$ cat config.mk
export PLATFORM = sky130hd
export DESIGN_NAME = cache_array
export DESIGN_NICKNAME = d
export VERILOG_FILES = /design/src/common/cache_pkg.sv /design/src/cache_ctrl/cache_array.sv
export SDC_FILE = /design/constraint.sdc
export NUM_CORES = 1
export LEC_CHECK = 0
export ABC_AREA = 1
export BUFFER_PORTS_ARGS = -buffer_cell sky130_fd_sc_hd__buf_2
export CAP_MARGIN = 25
export CORE_AREA = 3 3 259 261
export DETAILED_ROUTE_END_ITERATION = 10
export DIE_AREA = 0 0 262 264
export HOLD_SLACK_MARGIN = 0.03
export PLACE_DENSITY = 0.62
export SYNTH_ARGS = -nofsm -noshare
export SYNTH_HDL_FRONTEND = slang
export SYNTH_SLANG_ARGS = --single-unit
$ cat constraint.sdc
create_clock -name clk -period 3.6 [get_ports clk]
set_input_delay 0.36 -clock clk [delete_from_list [all_inputs] [get_ports clk]]
set_output_delay 0.36 -clock clk [all_outputs]
set_load 0.01 [all_outputs]
$ cat src/common/cache_pkg.sv
package cache_pkg;

   // address and data geometry
   localparam int addr_w   = 12;
   localparam int data_w   = 16;
   localparam int offset_w = 2;
   localparam int index_w  = 3;
   localparam int tag_w    = 7;

   localparam int num_lines  = 8;
   localparam int line_words = 4;

   // main memory interleaved by word offset
   localparam int num_banks        = 4;
   localparam int bank_busy_cycles = 2;
   localparam int bank_w           = $clog2(num_banks);
   localparam int bank_words       = (2 ** addr_w) / num_banks;
   localparam int busy_w           = $clog2(bank_busy_cycles + 1);

   typedef enum logic [2:0] {
      idle          = 3'd0,
      compare_read  = 3'd1,
      compare_write = 3'd2,
      mem_read_miss = 3'd3,
      wait_fill     = 3'd4,
      access_read   = 3'd5,
      access_write  = 3'd6,
      done          = 3'd7
   } ctrl_state_t;

   typedef struct packed {
      logic              rd;
      logic              wr;
      logic [addr_w-1:0] addr;
      logic [data_w-1:0] wdata;
   } cache_req_t;

   typedef struct packed {
      logic hit;
      logic valid;
      logic dirty;
   } line_status_t;

   typedef struct packed {
      logic              rd;
      logic              wr;
      logic [addr_w-1:0] addr;
      logic [data_w-1:0] wdata;
   } mem_req_t;

   // cache_in high selects the memory word over the client word
   typedef struct packed {
      logic                comp;
      logic                write;
      logic                valid_in;
      logic                cache_in;
      logic [offset_w-1:0] offset;
   } array_ctrl_t;

   function automatic logic [tag_w-1:0] addr_tag(input logic [addr_w-1:0] addr);
      return addr[addr_w-1 -: tag_w];
   endfunction

   function automatic logic [index_w-1:0] addr_index(input logic [addr_w-1:0] addr);
      return addr[offset_w +: index_w];
   endfunction

   function automatic logic [offset_w-1:0] addr_offset(input logic [addr_w-1:0] addr);
      return addr[offset_w-1:0];
   endfunction

endpackage

$ cat src/cache_ctrl/cache_array.sv
`timescale 1ns/1ps

module cache_array import cache_pkg::*; (
   input  logic               clk,
   input  logic               arst_n,
   input  logic [index_w-1:0] index,
   input  logic [tag_w-1:0]   tag,
   input  logic [data_w-1:0]  wdata_client,
   input  logic [data_w-1:0]  wdata_mem,
   input  array_ctrl_t        actl,
   output line_status_t       status,
   output logic [tag_w-1:0]   stored_tag,
   output logic [data_w-1:0]  rdata
);

   logic [tag_w-1:0]     tag_mem  [num_lines];
   logic [data_w-1:0]    data_mem [num_lines][line_words];
   logic [num_lines-1:0] valid_q;
   logic [num_lines-1:0] dirty_q;
   logic                 tag_match;
   logic                 word_we;
   logic [data_w-1:0]    wdata;

   assign stored_tag = tag_mem[index];
   assign tag_match  = (stored_tag == tag);

   assign status.valid = valid_q[index];
   assign status.dirty = dirty_q[index];
   assign status.hit   = valid_q[index] & tag_match;

   // a compare write only goes through on a hit
   assign word_we = actl.write & (~actl.comp | status.hit);
   assign wdata   = actl.cache_in ? wdata_mem : wdata_client;

   assign rdata = data_mem[index][actl.offset];

   always_ff @(posedge clk) begin
      if (word_we) begin
         data_mem[index][actl.offset] <= wdata;
         tag_mem[index]               <= tag;
      end
   end

   // fill words leave the line clean, client words make it dirty
   always_ff @(posedge clk or negedge arst_n) begin
      if (!arst_n) begin
         valid_q <= '0;
         dirty_q <= '0;
      end else if (word_we) begin
         valid_q[index] <= actl.valid_in;
         dirty_q[index] <= ~actl.cache_in;
      end
   end

endmodule

==> impl_metrics.ini <==
[status]
status = completed

[routing]
first_pass_iters = 5
vias_per_cell = 5.20
avgRoutedWirePerCell_um = 22.4
drc = 0
num_vias = 14100
first_iter_violations = 1739
ant_nets = 0
drt_wl_total_um = 60800

[sta]
fin_crit_ns = 3.22
hold_violations = 0
fin_skew_ns = 0.0290
grt_setup_unrepaired = no
worst_hold_slack_ns = 0.0969
timing.final.crit_share_pct = 89.5
finalSetupTns_ns = 0
relSlewSlack_pct = 46.4
finalMaxSlewViolations = 0
fmax_mhz = 310
setup_viol = 0
worst_pin_slew_ns = 0.802

[clock_network]
clockBufferDepth = 3
clock_tree.htree_level_count = 2
cts_resized = 0
cts_root_buf = clkbuf_16
hold_buffers = 1
clkTransAtPathRegs_ns = 0.06
insertion_delay_ns = 0.63
cts_setup_buffers = 0
clock_sinks = 584
tritoncts.num_buffers = 57
cts_tree = done

[pwr]
vdd_drop_max_mv = 0.343
power_mw = 14.6
p_leak_nw = 9.37
pwr_density_cell_mw_per_mm2 = 555

[critical_path]
required_ns = 3.24
arrival_ns = 2.86
cp-end-kind = primary output
r2r_start = tag_mem[1][3]
crit_fanout = 50
critPathLaunchType = input pin
r2r-end = data_mem[1][22]
worstSetupPathType = input pin to primary output
timing.reg2reg.setup_slack_ns = 0.77
reg2regPathDepth = 14

[min_path]
min_to = valid_q[0]
hold_class = input pin to register
min_path_cells = 3
min_from = actl[3]

[cells_and_area]
fin_area_sq_mm = 0.0264
antenna_cells = 0
area_delta_synth_final_pct = 16.8
nFillCells = 5971
final_util_pct = 40.8
drive_gt1_share_pct = 15.1
nets = 1862

[flow_run]
cap_violations = 0

[global_routing]
grt_usage_pct = 17.5
grt_max_degree = 51
grt_overflow = 0
grt_pass1_wl_um = 89600
antenna_found_initial = 0
grt_pass1_vias = 13500

[floorplanning]
io_pins = 76
start_util_pct = 34.9
die_x_um = 262
core_sq_mm = 0.0647
rows = 93
dieArea_sq_mm = 0.0692
die_y_um = 264

[placed_design]
postPlaceCellArea_sq_mm = 0.0244
gp_congestion = 0.895
dp_hpwl_um = 37400
io_buffers = 75

[yosys]
ys_ff_latch = 584
yosys.cell_types.count = 32
syn_area_per_cell_sq_um = 13.5
ys_warn_count = 0
syn-num-nets = 1720
syn_inst = 1670
synth_seq_area_share_pct = 77.3
syn_area_sq_mm = 0.0226
[layout make-up]
class / instances / area (sq um) / area share (%)
Clock inverter: 41 / 415 / 1.58
Clock buffer: 67 / 1520 / 5.75
Multi-Input combinational cell: 884 / 4380 / 16.6
Tap cell: 855 / 1070 / 4.06
Inverter: 128 / 483 / 1.83
Sequential cell: 584 / 17500 / 66.2
Timing Repair Buffer: 157 / 1060 / 4.00
[routing by layer]
metal	share of wire (%)	wire length (um)	global-route usage [%]
met2	43	26400	25.7
met5	0	0	0
met4	1.9	1180	4.28
met3	11	6800	4.41
met1	43	26400	25.9
[worst max path at each step]
stage | from | to | slack [ns] | cells after the start
global route | index[2] | rdata[13] | 0.35 | 11
floorplan | index[0] | data_mem[2][0] | 0.68 | 16
global placement | index[0] | data_mem[0][38] | 0.25 | 16
finish | index[0] | rdata[14] | 0.38 | 13
CTS | index[0] | rdata[14] | 0.48 | 11
detailed placement | index[0] | data_mem[0][18] | 0.26 | 16
[synth_stat cells, drive strengths merged]
cell / count / area share (%)
a211oi: 1 / 0.033
a21oi: 26 / 0.58
a221oi: 40 / 1.6
a22o: 18 / 0.70
a22oi: 69 / 2.3
a41o: 1 / 0.044
and3: 3 / 0.083
buf: 36 / 0.76
clkbuf: 38 / 0.64
dfrtp: 16 / 1.8
edfxtp: 568 / 76
inv: 128 / 2.1
nand2: 505 / 8.4
nand3: 53 / 1.4
nand3b: 1 / 0.033
nand4: 86 / 2.4
nor2: 58 / 1.0
o2111a: 1 / 0.050
o2111ai: 3 / 0.12
o211ai: 1 / 0.033
o21ai: 15 / 0.33
o22ai: 1 / 0.028
o2bb2ai: 2 / 0.078
[cells in the final DEF, fill, tap and decap left out, types with 2 or more instances in the layout]
| cell | count |
|---|---|
| clkbuf_16 | 58 |
| nor2_1 | 45 |
| a221oi_1 | 40 |
| clkbuf_8 | 3 |
| bufinv_16 | 7 |
| buf_2 | 75 |
| edfxtp_1 | 568 |
| clkinv_1 | 13 |
| nand3_4 | 4 |
| clkinv_2 | 11 |
| clkinvlp_4 | 6 |
| buf_4 | 76 |
| buf_12 | 5 |
| a22o_1 | 18 |
| a21oi_1 | 26 |
| o2111ai_1 | 3 |
| nor2_4 | 6 |
| o21ai_0 | 15 |
| clkbuf_1 | 6 |
| o2bb2ai_1 | 2 |
| dfrtp_1 | 16 |
| nand3_1 | 49 |
| a22oi_1 | 69 |
| and3_1 | 3 |
| inv_1 | 110 |
| inv_2 | 17 |
| nor2_2 | 7 |
| nand2_1 | 504 |
| nand4_1 | 86 |
[report_power, final]
group	leakage, nW	switching [mW]	internal, mW
logic	3.27	0.692	0.240
clock network	0.933	2.56	3.52
registers	5.16	0.0375	7.60
total	9.37	3.29	11.4
[metrics by stage]
step                std cells  worst slack, ns
floorplan                1670            0.684
global placement         2607            0.251
detailed placement       2607            0.262
CTS                      2716            0.481
global route             2716            0.351
finish                   2716            0.377
[flip-flops by register name, summed over array words and instances (netlist names)]
name,count
valid_q,8
dirty_q,8
tag_mem,56
data_mem,512
[cell families (layout without fill, tap and decap cells)]
logic type,count (synthesis),in the layout,synth area share (%)
buffers and inverters,202,393,3.54
DFF,584,584,77.3
AOI/OAI and AO/OA,178,178,5.83
and+or+nand+nor,706,706,13.3
[worst max-delay path, stage by stage]
cell and delay (ns):
buf_2 0.12, buf_4 0.25, nand2_1 0.33, inv_2 0.10, buf_12 0.22, a22o_1 0.23, a21oi_1 0.33, nand3_1 0.19
nand2_1 0.13, nand2_1 0.09, a21oi_1 0.11, nand2_1 0.17, buf_2 0.19
Note: power is estimated with default switching activity, not from simulation.
