## config.mk

```make
export PLATFORM = sky130hd
export DESIGN_NAME = cache_controller
export DESIGN_NICKNAME = d
export VERILOG_FILES = /design/src/common/cache_pkg.sv /design/src/cache_ctrl/cache_controller.sv
export SDC_FILE = /design/constraint.sdc
export NUM_CORES = 1
export LEC_CHECK = 0
export BUFFER_PORTS_ARGS = -buffer_cell sky130_fd_sc_hd__buf_4
export CAP_MARGIN = 20
export CORE_UTILIZATION = 40
export CTS_BUF_LIST = sky130_fd_sc_hd__clkbuf_8
export CTS_CLUSTER_SIZE = 28
export DETAILED_ROUTE_END_ITERATION = 8
export GPL_TIMING_DRIVEN = 0
export MAX_ROUTING_LAYER = met4
export PLACE_DENSITY_LB_ADDON = 0.25
export RECOVER_POWER = 100
export SYNTH_ARGS = -nofsm -noshare
export SYNTH_HDL_FRONTEND = slang
export SYNTH_SLANG_ARGS = --single-unit
```

## constraint.sdc

```tcl
create_clock -name clk -period 4.23 [get_ports clk]
set_clock_uncertainty 0.05 [all_clocks]
set_input_delay 0.6345 -clock clk [delete_from_list [all_inputs] [get_ports clk]]
set_output_delay 0.6345 -clock clk [all_outputs]
set_load 0.005 [all_outputs]
```

## src/common/cache_pkg.sv

```systemverilog
package cache_pkg;

   // address and data geometry
   localparam int addr_w   = 12;
   localparam int data_w   = 16;
   localparam int offset_w = 2;
   localparam int index_w  = 3;
   localparam int tag_w    = 7;

   localparam int num_lines  = 8;
   localparam int line_words = 4;

   // main memory interleaved by word offset
   localparam int num_banks        = 4;
   localparam int bank_busy_cycles = 2;
   localparam int bank_w           = $clog2(num_banks);
   localparam int bank_words       = (2 ** addr_w) / num_banks;
   localparam int busy_w           = $clog2(bank_busy_cycles + 1);

   typedef enum logic [2:0] {
      idle          = 3'd0,
      compare_read  = 3'd1,
      compare_write = 3'd2,
      mem_read_miss = 3'd3,
      wait_fill     = 3'd4,
      access_read   = 3'd5,
      access_write  = 3'd6,
      done          = 3'd7
   } ctrl_state_t;

   typedef struct packed {
      logic              rd;
      logic              wr;
      logic [addr_w-1:0] addr;
      logic [data_w-1:0] wdata;
   } cache_req_t;

   typedef struct packed {
      logic hit;
      logic valid;
      logic dirty;
   } line_status_t;

   typedef struct packed {
      logic              rd;
      logic              wr;
      logic [addr_w-1:0] addr;
      logic [data_w-1:0] wdata;
   } mem_req_t;

   // cache_in high selects the memory word over the client word
   typedef struct packed {
      logic                comp;
      logic                write;
      logic                valid_in;
      logic                cache_in;
      logic [offset_w-1:0] offset;
   } array_ctrl_t;

   function automatic logic [tag_w-1:0] addr_tag(input logic [addr_w-1:0] addr);
      return addr[addr_w-1 -: tag_w];
   endfunction

   function automatic logic [index_w-1:0] addr_index(input logic [addr_w-1:0] addr);
      return addr[offset_w +: index_w];
   endfunction

   function automatic logic [offset_w-1:0] addr_offset(input logic [addr_w-1:0] addr);
      return addr[offset_w-1:0];
   endfunction

endpackage

```

## src/cache_ctrl/cache_controller.sv

```systemverilog
`timescale 1ns/1ps

module cache_controller import cache_pkg::*; (
   input  logic                clk,
   input  logic                arst_n,
   input  cache_req_t          req,
   input  line_status_t        status,
   input  logic                mem_stall,
   input  logic                mem_rvalid,
   output array_ctrl_t         actl,
   output logic                mem_rd,
   output logic                mem_wr,
   output logic [offset_w-1:0] counter,
   output logic                done,
   output logic                hit
);

   ctrl_state_t         state;
   ctrl_state_t         state_d;
   logic [offset_w-1:0] counter_d;
   array_ctrl_t         actl_d;
   logic                mem_rd_d;
   logic                mem_wr_d;
   logic                done_d;
   logic                hit_d;
   logic [offset_w-1:0] req_offset;
   logic                line_dirty;
   logic                last_word;

   assign req_offset = addr_offset(req.addr);
   assign line_dirty = status.valid & status.dirty;
   assign last_word  = (counter == offset_w'(line_words - 1));

   // next state and next outputs are registered below
   always_comb begin
      state_d         = state;
      counter_d       = counter;
      actl_d.comp     = 1'b0;
      actl_d.write    = 1'b0;
      actl_d.valid_in = 1'b0;
      actl_d.cache_in = 1'b0;
      actl_d.offset   = req_offset;
      mem_rd_d        = 1'b0;
      mem_wr_d        = 1'b0;
      done_d          = 1'b0;
      hit_d           = 1'b0;

      case (state)
         idle: begin
            if (req.rd) begin
               actl_d.comp = 1'b1;
               state_d     = compare_read;
            end else if (req.wr) begin
               // array only writes this if the tag matches
               actl_d.comp     = 1'b1;
               actl_d.write    = 1'b1;
               actl_d.valid_in = 1'b1;
               state_d         = compare_write;
            end
         end

         compare_read, compare_write: begin
            if (status.hit) begin
               counter_d = '0;
               done_d    = 1'b1;
               hit_d     = 1'b1;
               state_d   = cache_pkg::done;
            end else if (line_dirty) begin
               // victim goes back to memory first
               mem_wr_d      = 1'b1;
               actl_d.offset = counter;
               state_d       = access_read;
            end else begin
               mem_rd_d = 1'b1;
               state_d  = mem_read_miss;
            end
         end

         access_read: begin
            if (mem_stall) begin
               mem_wr_d      = 1'b1;
               actl_d.offset = counter;
            end else if (last_word) begin
               counter_d = '0;
               mem_rd_d  = 1'b1;
               state_d   = mem_read_miss;
            end else begin
               counter_d     = counter + 1'b1;
               mem_wr_d      = 1'b1;
               actl_d.offset = counter_d;
            end
         end

         mem_read_miss: begin
            if (mem_stall) begin
               mem_rd_d = 1'b1;
            end else begin
               state_d = wait_fill;
            end
         end

         wait_fill: begin
            if (mem_rvalid) begin
               // the write lands next cycle while memory still holds rdata
               actl_d.write    = 1'b1;
               actl_d.valid_in = 1'b1;
               actl_d.cache_in = 1'b1;
               actl_d.offset   = counter;
               if (last_word) begin
                  state_d = access_write;
               end else begin
                  counter_d = counter + 1'b1;
                  mem_rd_d  = 1'b1;
                  state_d   = mem_read_miss;
               end
            end
         end

         access_write: begin
            // line is complete and the client write goes in with done
            if (req.wr) begin
               actl_d.write    = 1'b1;
               actl_d.valid_in = 1'b1;
            end
            counter_d = '0;
            done_d    = 1'b1;
            state_d   = cache_pkg::done;
         end

         cache_pkg::done: begin
            state_d = idle;
         end

         default: begin
            state_d = idle;
         end
      endcase
   end

   always_ff @(posedge clk or negedge arst_n) begin
      if (!arst_n) begin
         state   <= idle;
         counter <= '0;
         actl    <= '0;
         mem_rd  <= 1'b0;
         mem_wr  <= 1'b0;
         done    <= 1'b0;
         hit     <= 1'b0;
      end else begin
         state   <= state_d;
         counter <= counter_d;
         actl    <= actl_d;
         mem_rd  <= mem_rd_d;
         mem_wr  <= mem_wr_d;
         done    <= done_d;
         hit     <= hit_d;
      end
   end

endmodule

```

==> run summary, run 1 <==
The overall die area is 2620 um^2. For this design, the CTS-stage hold fixing added 0 buffers. The share of the synthesized netlist area taken by xor and xnor gates came out at 0. The flow ran to the end, and the final reports show no timing, DRC or antenna violations.

The worst hold path belongs to the class input pin to asynchronous set/reset pin. The number of flops mapped to enable cells by yosys is 0. The area fraction of the dominant cell type after synthesis is 0.362. The largest single stage delay on the critical path is 0.47 ns.

The final wirelength came out at roughly 2200 um. The clock period minus final worst setup slack came out at 2.09 ns. The post-route fraction of the period consumed by the critical path came out at 0.495. The tightest hold margin is roughly 0.38 ns. For the worst setup path, the data arrival time is between 2 and 2.5 ns. In this run the clock root is driven by a sky130_fd_sc_hd__clkbuf_8. sky130_fd_sc_hd__dfrtp_1 takes more of the synthesized area than any other cell. The data required time at the worst endpoint came out at about 4.3 ns.

The number of top-level pins is 49. The horizontal die dimension came out at 51.2 um. The number of endpoints with negative hold slack in the final report came out at 0. For this block, the via count after detailed routing is between 800 and 900.

The compound-cell area share of the yosys netlist came to 0.265. The gate count of the mapped netlist is 99. The remaining routing DRC violations came out at 0. The average detailed-routed wire length per instance is about 14 um. The TritonCTS clock tree is yes. The wire-length estimate of the detail-placed layout is between 1500 and 2000 um.

After synthesis, the largest family of logic cells by area is compound AO/OA/AOI/OAI gates. In this run the remaining antenna-violating nets after routing total 0. Across the run, the number of max-cap violations was 0.

The number of endpoints failing setup at the final stage is 0. After synthesis, the share of flip-flops with an asynchronous set or reset is 1.00. The worst setup path is launched from a register. The global-route wire length before repair came out at ~3500 um.

The transition at the pin with the smallest max-transition slack is between 0.7 and 0.8 ns. The initial core utilization came out at 0.429. The port buffer count came out at 22. Of the total synthesized cell area, the portion taken by AND, OR, NAND and NOR gates is 0.212. For this run, the number of standard cells in the final layout without fillers is 153. In the final design database the tool counted 164 nets. The multiplexer share of the synthesized area came out at 0.0466. The core region is 2250 um^2. The maximum clock rate came out at roughly 480 MHz. The peak fanout along the critical path came out at 8. For this run the aggregate overflow at the end of global routing stands at 0. Walking the worst path, the cells encountered are ha_1 -> clkbuf_1 -> inv_4 -> a311oi_1 -> a211oi_1 -> mux2_4. The placement row count came out at 17.

The register bit total from synthesis came out at 14. The number of buffers on the longest clock path is 2. The mapped cell area is approximately 970 um^2. The buffers inserted during post-CTS setup optimization is 0. The worst setup path is captured at a register. The clock transition at the registers of the reported paths came out at roughly 0.060 ns. The vertical die dimension is around 51 um. The max-slew violation count is 0. On the critical path the largest part of the delay comes from compound AO/OA/AOI/OAI gates. Counting the buffers created by CTS gives 3. The number of diodes added for antenna fixing is 0.

The via count of the first global-routing pass came to slightly below 800. The static leakage is 0.000513 uW. The post-synth net total is between 100 and 150. From synthesis to final layout, the design area changed by 20.4%.

The ratio of cells with drive above 1 in the final layout is 0.296. Entering global routing, the biggest net connects 15 pins. The post-synthesis average cell area is roughly 10 um^2. The type of the worst setup path is register to register. Among all flip-flop cells after synthesis, the most frequent one is sky130_fd_sc_hd__dfrtp_1. The total global routing track utilization came out at 0.196. The maximum level of the CTS H-tree came out at 1. The first routing iteration left 12 violations. Among all stages on the critical path, the largest delay is contributed by sky130_fd_sc_hd__a211oi_1. After clock tree synthesis, the repair step resized 0 gates. The global placer's final weighted congestion came out at between 0.8 and 0.9. The sum of negative setup slack came out at 0 ns.

The post-detailed-route via-to-cell ratio is 5.65. The number of library cell types mapped by synthesis came out at between 40 and 50. The number of detailed-route iterations in the first pass came out at 4. The later-pin clock latency in the skew report came out at 0.25 ns.

During synthesis, Yosys emitted a total of 0 warnings. Setup repair after global routing left no endpoint under its margin. The highest ir drop seen on vdd came out at between 0.0003 and 0.0004 V. Yosys attributes the largest share of cell area to sky130_fd_sc_hd__dfrtp_1 36%, sky130_fd_sc_hd__nand2b_1 5.8%, sky130_fd_sc_hd__a21oi_1 4.7%.

The number of cells in the design after placement came out at about 150. The number of buffer and inverter instances along the worst setup path is 2. The relative slew slack came out at 0.485. The power per standard cell area is approximately 660 nW/um^2. The post-synthesis adder-cell area fraction came out at 0.0233. The initial antenna violation count is 0. The sequential fraction of the synthesis area came out at 0.362.

The clock sink count came out at 14.
routing by layer:
| metal | wire, um | track usage |
|---|---|---|
| met5 | 0 | - |
| met4 | 63 | 0.125 |
| met3 | 117 | 0.0298 |
| met2 | 1010 | 0.294 |
| met1 | 1000 | 0.245 |
cell usage after synthesis, types with 2 or more instances:
cell and n:
sky130_fd_sc_hd__dfrtp_1 14, sky130_fd_sc_hd__a21oi_1 9, sky130_fd_sc_hd__nand2b_1 9, sky130_fd_sc_hd__nand2_1 5, sky130_fd_sc_hd__o21ai_0 5, sky130_fd_sc_hd__buf_4 4
sky130_fd_sc_hd__inv_1 4, sky130_fd_sc_hd__o211ai_1 4, sky130_fd_sc_hd__mux2i_1 3, sky130_fd_sc_hd__nor2_1 3, sky130_fd_sc_hd__o21ai_1 3, sky130_fd_sc_hd__a31oi_1 2
sky130_fd_sc_hd__buf_2 2, sky130_fd_sc_hd__buf_6 2
cell families after synthesis:
kind of cell | after synthesis
fa+ha+maj | 2
compound gates | 35
buf+inv | 14
simple gates | 30
flops | 14
mux | 4
worst reg2reg max path, delay by kind of cell, from the launching register on:
kind	cells	cell delay, ns
buffers and inverters	2	0.34
adders and majority gates	1	0.22
AOI/OAI and AO/OA	2	0.59
muxes	1	0.34
DFF	1	0.44
metrics by stage:
stage / setup WS [ns] / util / cell area (um^2) / power [uW]
3_3_place_gp: 2.45 / 0.518 / 1170 / 675
6_report: 2.14 / 0.517 / 1160 / 769
2_1_floorplan: 2.54 / - / 967 / 545
4_1_cts: 2.43 / 0.542 / 1220 / 817
3_5_place_dp: 2.44 / 0.518 / 1170 / 679
5_1_grt: 1.91 / 0.517 / 1160 / 823
sequential cells by signal, indices dropped and copies added (netlist names):
| signal | flops |
|---|---|
| hit | 1 |
| actl | 5 |
| mem_rd | 1 |
| mem_wr | 1 |
| done | 1 |
| state | 3 |
| counter | 2 |
placed cells by master (no fill, tap or decap), types with 2 or more instances in the layout:
cell type	instances
sky130_fd_sc_hd__mux2i_1	3
sky130_fd_sc_hd__nand2_1	5
sky130_fd_sc_hd__a211oi_1	2
sky130_fd_sc_hd__a21oi_1	9
sky130_fd_sc_hd__a31oi_1	2
sky130_fd_sc_hd__nor2_1	3
sky130_fd_sc_hd__buf_4	10
sky130_fd_sc_hd__nand2b_1	9
sky130_fd_sc_hd__dfrtp_1	14
sky130_fd_sc_hd__o21ai_1	2
sky130_fd_sc_hd__a311oi_1	2
sky130_fd_sc_hd__clkbuf_8	4
sky130_fd_sc_hd__clkbuf_4	12
sky130_fd_sc_hd__clkbuf_1	6
sky130_fd_sc_hd__inv_1	4
sky130_fd_sc_hd__o211ai_1	4
sky130_fd_sc_hd__o21ai_0	6
worst paths after layout:
kind / start / endpoint / slack, ns / cells past startpoint
worst min-delay path: arst_n / mem_wr$_DFF_PN0_ / 0.38 / 1
worst max-delay path: counter[0]$_DFFE_PN0P_ / counter[0]$_DFFE_PN0P_ / 2.14 / 6
max in group asynchronous: arst_n / state[2]$_DFFE_PN0P_ / 3.27 / 1
worst max register to register: counter[0]$_DFFE_PN0P_ / counter[0]$_DFFE_PN0P_ / 2.14 / 6
min in group clk: counter[1]$_DFFE_PN0P_ / counter[1]$_DFFE_PN0P_ / 0.57 / 2
worst min register to register: counter[1]$_DFFE_PN0P_ / counter[1]$_DFFE_PN0P_ / 0.57 / 2
layout make-up:
type	instances	area (um^2)
Buffer	8	42.5
Clock buffer	4	55.1
Fill cell	227	1090
Inverter	6	25.0
Multi-Input combinational cell	71	495
Sequential cell	14	350
Tap cell	28	35.0
Timing Repair Buffer	22	161
report_power, final:
part | internal, uW | total [uW] | leakage (uW) | switching [uW]
sequential | 186 | 216 | 0.000179 | 30.4
clock | 82.6 | 134 | 0.0000288 | 51.0
combinational | 199 | 420 | 0.000305 | 220
total | 468 | 769 | 0.000513 | 302
Note: power is estimated with default switching activity, not from simulation.
==> run 2, diff against run 1 <==
- clock period: 4.23 -> 2.1 ns (I/O delays scaled with it)
==> run 2 against run 1 <==
Non-clock buffer count rose by 1. Register-to-register slack worse by 1.9 ns. Highest routed layer unchanged. Final cell count is 0.65% higher. Largest cell class unchanged. Wire length fell by 0.87%. Hold slack got worse by 0.092 ns. Largest power group unchanged.
==> run summary, run 2 (same netlist as run 1, synthesis figures left out) <==
The total global routing track utilization came out at 0.196. The largest net degree at the start of global routing came out at 15. Max-cap violations in this run came to 0. The post-route antenna net violation count came out at 0.

The number of detailed-route iterations in the first pass came out at 4. Tracing the worst setup path back leads to its startpoint at state[0]$_DFFE_PN0P_. Clock tree synthesis inserted a total of 3 buffers. The static leakage came out at roughly 0.00052 uW.

The number of diodes added for antenna fixing came out at 0. The horizontal die dimension came out at slightly above 50 um. The top cell types in the final layout, fill and taps aside, are 14 x sky130_fd_sc_hd__dfrtp_1, 12 x sky130_fd_sc_hd__clkbuf_4, 10 x sky130_fd_sc_hd__buf_4. The initial utilization of the core area, before any placement, comes to 0.429. The TritonCTS clock tree is yes. The initial antenna violation count came to 0. The global placer's final weighted congestion came out at 0.889.

The port buffer count came out at 22. The flip-flop count of the largest register after layout is 5. The clock transition at the registers of the reported paths came out at about 0.06 ns.

The ratio of cells with drive above 1 in the final layout is 0.310. Setup violations remaining at the end of the flow were counted as 0. The worst hold path belongs to the class input pin to register.

The total power of the final layout came out at around 1600 uW. The maximum level of the CTS H-tree came out at 1. Using the TritonRoute via totals, the vias-per-cell ratio works out to 5.58. The end of the worst hold path is actl[5]$_DFF_PN0_.

For this design, the slowest cell found on the critical path is sky130_fd_sc_hd__clkbuf_1. The worst register-to-register path begins at state[0]$_DFFE_PN0P_. Detailed placement finished with a half-perimeter wire length of between 1500 and 2000 um.

The relative slew slack came out at 0.488. The violation count after the first detailed-routing iteration came out at 23. Traced cell by cell, the critical path runs through clkbuf_1 -> clkbuf_1 -> nor3_1 -> o21ai_0 -> o221ai_1. The sum of negative setup slack came out at 0 ns. The kind of cell with the highest combined delay along the critical path is buffers and inverters.

The max-slew violation count is 0. The data required time at the worst endpoint is between 2 and 2.5 ns. The growth of design area from synthesis to finish came out at 23.0%. The start point of the worst hold path is req[29]. The critical path is of the register to register type. The transition at the pin with the smallest max-transition slack is between 0.7 and 0.8 ns. The vertical die dimension is between 50 and 60 um. The cell sitting at the root of the clock tree is a sky130_fd_sc_hd__clkbuf_8.

The flow ran to the end, and the final reports show no timing, DRC or antenna violations. The power per standard cell area is approximately 1300 nW/um^2. Setup repair after global routing left no endpoint under its margin. The first global-routing pass estimated about 3500 um of wire. The number of cells traversed by the worst register-to-register path is 5. The peak fanout along the critical path came out at 10.

The routed via count is between 800 and 900. The number of endpoints with negative hold slack in the final report came to 0. Fill cells in the final layout number 225. The remaining routing DRC violations is 0.

The worst setup path is captured at a register. The worst hold path was traced through 3 stages. The worst setup slack for register-to-register paths came out at between 0.2 and 0.3 ns. The core box area came out at 2250 um^2.

Data on the critical path arrives at its endpoint at roughly 1.9 ns. The tree built by TritonCTS fans out to 14 sinks. The largest register by flop count is actl. The highest ir drop seen on vdd is between 0.0006 and 0.0007 V. The final net count came out at 165. The die covers about 2600 um^2.

The average detailed-routed wire length per instance is 14.1 um. After floorplanning, the core was divided into 17 placement rows. The leftover overflow at the end of global routing came out at 0. In this run the critical register-to-register path is captured at actl[0]$_DFF_PN0_. Clock latency on the worst-skew pair, taken at its later pin, is about 0.25 ns. The cell type with the highest occurrence count on the critical path is sky130_fd_sc_hd__clkbuf_1. The final wirelength came out at 2180 um. In the final layout, the registers with the most flip-flops are actl x5, state x3, counter x2.

The post-route fraction of the period consumed by the critical path came out at 0.872. The library cell used most frequently in the layout, excluding fill and tap cells, is sky130_fd_sc_hd__dfrtp_1. The number of buffer and inverter instances along the worst setup path is 2. In this run the count of I/O pins placed on the die edge is around 50.

For this run, the slowest stage of the critical path takes 0.43 ns. The maximum clock rate came out at 546 MHz. The number of buffers on the longest clock path is 2.

The clock period minus final worst setup slack is about 1.8 ns. The critical path launch point type is a register. The via count of the first global-routing pass came to between 700 and 800.
[run 2: how the worst max path moves through the flow]
stage          slack (ns)  cells after the start                endpoint
6_report             0.27                      5       actl[0]$_DFF_PN0_
5_1_grt              0.14                      6    state[2]$_DFFE_PN0P_
4_1_cts              0.30                      6  counter[0]$_DFFE_PN0P_
3_5_place_dp         0.31                      6  counter[0]$_DFFE_PN0P_
3_3_place_gp         0.32                      6  counter[0]$_DFFE_PN0P_
2_1_floorplan        0.41                      6  counter[0]$_DFFE_PN0P_
[run 2: area by class of cell]
| type | instances | area (um^2) | share of cell area |
|---|---|---|---|
| repair buffers | 23 | 171 | 0.144 |
| multi-input cells | 71 | 503 | 0.423 |
| well taps | 28 | 35.0 | 0.0294 |
| clock buffers | 4 | 55.1 | 0.0463 |
| flip-flops and latches | 14 | 350 | 0.294 |
| plain buffers | 8 | 50.0 | 0.0421 |
| inverters | 6 | 25.0 | 0.0210 |
[run 2: worst register-to-register path, stage by stage, from the launching register on]
cell	delay [ns]
sky130_fd_sc_hd__dfrtp_1	0.38
sky130_fd_sc_hd__clkbuf_1	0.41
sky130_fd_sc_hd__clkbuf_1	0.43
sky130_fd_sc_hd__nor3_1	0.13
sky130_fd_sc_hd__o21ai_0	0.18
sky130_fd_sc_hd__o221ai_1	0.13
[run 2: timing repair]
item                                   CTS  global route
endpoints found under the hold margin   14             0
resized for setup                        0             0
hold buffers                             1             0
setup buffers                            0             0
[run 2: routing by layer]
metal	GRT usage	wire length, um	share of wire
met1	0.245	959	0.44
met3	0.0298	139	0.064
met2	0.294	1020	0.47
met5	-	0	0
met4	0.125	54	0.025
[run 2: per-stage QoR]
step / hold slack (ns) / cell area, um^2 / cells / worst slack (ns) / util
after floorplan: -0.0306 / 967 / 99 / 0.407 / -
after global placement: 0.123 / 1170 / 149 / 0.319 / 0.518
after detailed placement: 0.126 / 1170 / 149 / 0.307 / 0.518
after CTS: 0.291 / 1230 / 154 / 0.298 / 0.547
after global routing: 0.323 / 1190 / 154 / 0.141 / 0.528
final: 0.289 / 1190 / 154 / 0.270 / 0.528
[run 2: where the power goes]
part	total [uW]	internal [uW]	switching (uW)
Clock	268	166	102
Combinational	849	402	447
Sequential	436	374	61.9
==> run 3, diff against run 2 <==
- CORE_UTILIZATION: 40 -> 43
==> run 3 against run 2 <==
Setup slack got worse by 0.032 ns. Combinational power up 2.5%. Flip-flop and latch count unchanged. Critical path depth down 1. Final cell count down 1.3%. Wire length decreased by 0.87%. Utilization grew 5.3 points. Hold slack better by 0.0071 ns. Global-route usage up 0.17 points. First-iteration DRC count increased by 22%. Count of clock-buffer cells in the layout is 1 lower. Largest cell class unchanged. Highest routed layer unchanged.
==> run summary, run 3 (same netlist as run 1, synthesis figures left out) <==
The flow ran to the end, and the final reports show no timing, DRC or antenna violations. The later-pin clock latency in the skew report is 0.24 ns. Summing all multi-input logic gate instances after layout gives between 500 and 600 um^2. Together, buffers and inverters on the worst path number 2. The global placer's final weighted congestion came out at slightly below 1. The number of gates resized after CTS was 0. The horizontal die dimension came out at approximately 49 um.

Among cell families on the critical path, the largest total delay comes from buffers and inverters. The post-route fraction of the period consumed by the critical path is 0.887. The number of cells traversed by the worst register-to-register path came out at 4. The tightest hold margin came out at approximately 0.3 ns. Setup repair after global routing left no endpoint under its margin.

In the final layout, flip-flops and latches occupy between 300 and 400 um^2. The core box area is 2040 um^2. The HPWL after detailed placement came out at 1630 um. The sum of negative setup slack came out at 0 ns. Setup violations remaining at the end of the flow were counted as 0. The leftover overflow at the end of global routing is 0. The largest registers in the layout are actl x5, state x3, counter x2.

Leaving out fill and tap cells, the most frequent cell in the layout is sky130_fd_sc_hd__dfrtp_1. The routed via count came out at 880. Dividing the detail-routed via count by the number of cells gives 5.79. The clock tree root buffer cell is sky130_fd_sc_hd__clkbuf_8. The initial core utilization came out at 0.474. VDD sags by at most approximately 0.0008 V.

CTS saw 14 sinks. The buffers inserted during post-CTS setup optimization came out at 0. TritonCTS built the clock tree. The power per standard cell area is roughly 1300 nW/um^2. The worst setup path is captured at a register. The largest stage delay on the critical path came out at ~0.43 ns. In this run the tightest slew margin relative to its limit is 0.504.

The port buffer count came out at 22. The initial antenna violation count came out at 0. The clock period minus final worst setup slack came out at roughly 1.9 ns. The first global-routing pass estimated between 3000 and 4000 um of wire. The register with the most flip-flops in the layout has 5 of them. The vertical die dimension is between 40 and 50 um. In this run the most critical hold path is launched from req[29]. The terminus of the critical flop-to-flop path is counter[0]$_DFFE_PN0P_.

The final net count came out at 165. The violation count after the first detailed-routing iteration came out at 28. The library cell contributing the largest single delay on the critical path is sky130_fd_sc_hd__clkbuf_1. Of the cells placed in the final design, the portion with a size suffix greater than 1 is 0.328. The number of diodes added for antenna fixing came out at 0.

The peak fanout along the critical path is 10. Across all register-to-register paths, the minimum setup slack is ~0.24 ns. The clock transition at the registers of the reported paths came out at about 0.050 ns.

The design draws 1520 uW. In this run, CTS created clock tree buffers numbering 3. The critical path goes through clkbuf_1 -> clkbuf_1 -> a211oi_1 -> mux2_1.

The cell type with the highest occurrence count on the critical path is sky130_fd_sc_hd__clkbuf_1. The maximum clock rate came out at between 500 and 600 MHz. The number of endpoints with negative hold slack in the final report is 0. The via count of the first global-routing pass is between 700 and 800. The placement row count came out at 16. The number of buffers on the longest clock path came out at 2. The total global routing track utilization came out at 0.198.

The worst setup path is launched from a register. The library cells used most frequently in the layout, excluding fill and tap cells, are 14 x sky130_fd_sc_hd__dfrtp_1, 12 x sky130_fd_sc_hd__clkbuf_4, 11 x sky130_fd_sc_hd__buf_4. The average detailed-routed wire length per instance came out at ~14 um. The overall die area came out at approximately 2400 um^2. The worst hold path belongs to the class input pin to register. For this run, the detailed router's first-pass iteration total came to 4. The number of instances on the worst hold path is 3. The tool flagged a number of max-cap violations equal to 0.

The number of top-level pins came out at 49. The startpoint identified for the worst register-to-register timing path is state[0]$_DFFE_PN0P_. At the pin with the least slew margin, the transition time is between 0.7 and 0.8 ns. The arrival time at the worst endpoint is 1.93 ns.

The largest register by flop count is actl. The maximum level of the CTS H-tree came out at 1. The growth of design area from synthesis to finish came out at 22.5%. The count of hold-fix buffers inserted at cts is 1.

The worst setup path is of the register to register kind. For hold timing, the worst endpoint is state[0]$_DFFE_PN0P_. The largest net degree at the start of global routing is 15. For this block, the routed nets add up to 2160 um of wire. The max-slew violation count was 0.

The static leakage is 0.000522 uW. The layout has about 200 filler cells. The data required time at the worst endpoint came out at ~2.2 ns.

The remaining routing DRC violations came out at 0. The post-route antenna net violation count came out at 0.
run 3: cell types whose count changed in the layout (fill, tap and decap cells not counted), sizes merged:
| cell | before | now |
|---|---|---|
| buf | 13 | 15 |
| clkbuf | 21 | 18 |
run 3: metrics by stage:
step           utilization  cells  setup slack, ns  area (um^2)
2_1_floorplan            -     99            0.407          967
3_3_place_gp         0.571    148            0.322         1170
3_5_place_dp         0.571    148            0.307         1170
4_1_cts              0.596    152            0.298         1220
5_1_grt              0.580    152            0.122         1180
6_report             0.580    152            0.238         1180
run 3: metal layers:
layer	wire, um	track usage	part of all wire
met1	1020	0.261	0.47
met2	956	0.308	0.44
met3	130	0.0187	0.060
met4	46	0.0857	0.021
met5	0	-	0
run 3: area by class of cell:
| class | instances | area share |
|---|---|---|
| Buffer | 8 | 0.0465 |
| Multi-Input combinational cell | 71 | 0.429 |
| Inverter | 6 | 0.0211 |
| Tap cell | 27 | 0.0285 |
| Sequential cell | 14 | 0.296 |
| Clock buffer | 3 | 0.0348 |
| Timing Repair Buffer | 23 | 0.145 |
run 3: worst max-delay path by stage:
stage | startpoint | slack (ns) | depth (start not counted) | endpoint
after detailed placement | counter[0]$_DFFE_PN0P_ | 0.31 | 6 | counter[0]$_DFFE_PN0P_
final | state[0]$_DFFE_PN0P_ | 0.24 | 4 | counter[0]$_DFFE_PN0P_
after CTS | counter[0]$_DFFE_PN0P_ | 0.30 | 6 | counter[0]$_DFFE_PN0P_
after floorplan | counter[0]$_DFFE_PN0P_ | 0.41 | 6 | counter[0]$_DFFE_PN0P_
after global placement | counter[0]$_DFFE_PN0P_ | 0.32 | 6 | counter[0]$_DFFE_PN0P_
after global routing | state[0]$_DFFE_PN0P_ | 0.12 | 4 | counter[0]$_DFFE_PN0P_
run 3: worst register-to-register path, stage by stage (launching register included):
cell and delay, ns:
sky130_fd_sc_hd__dfrtp_1 0.38, sky130_fd_sc_hd__clkbuf_1 0.43, sky130_fd_sc_hd__clkbuf_1 0.43, sky130_fd_sc_hd__a211oi_1 0.13, sky130_fd_sc_hd__mux2_1 0.32
run 3: report_power, final:
group | internal, uW | switching, uW | leakage, uW | total (uW)
registers | 374 | 61.5 | 0.000179 | 436
clock network | 127 | 87.4 | 0.0000216 | 214
logic | 415 | 455 | 0.000322 | 870
total | 916 | 604 | 0.000522 | 1520
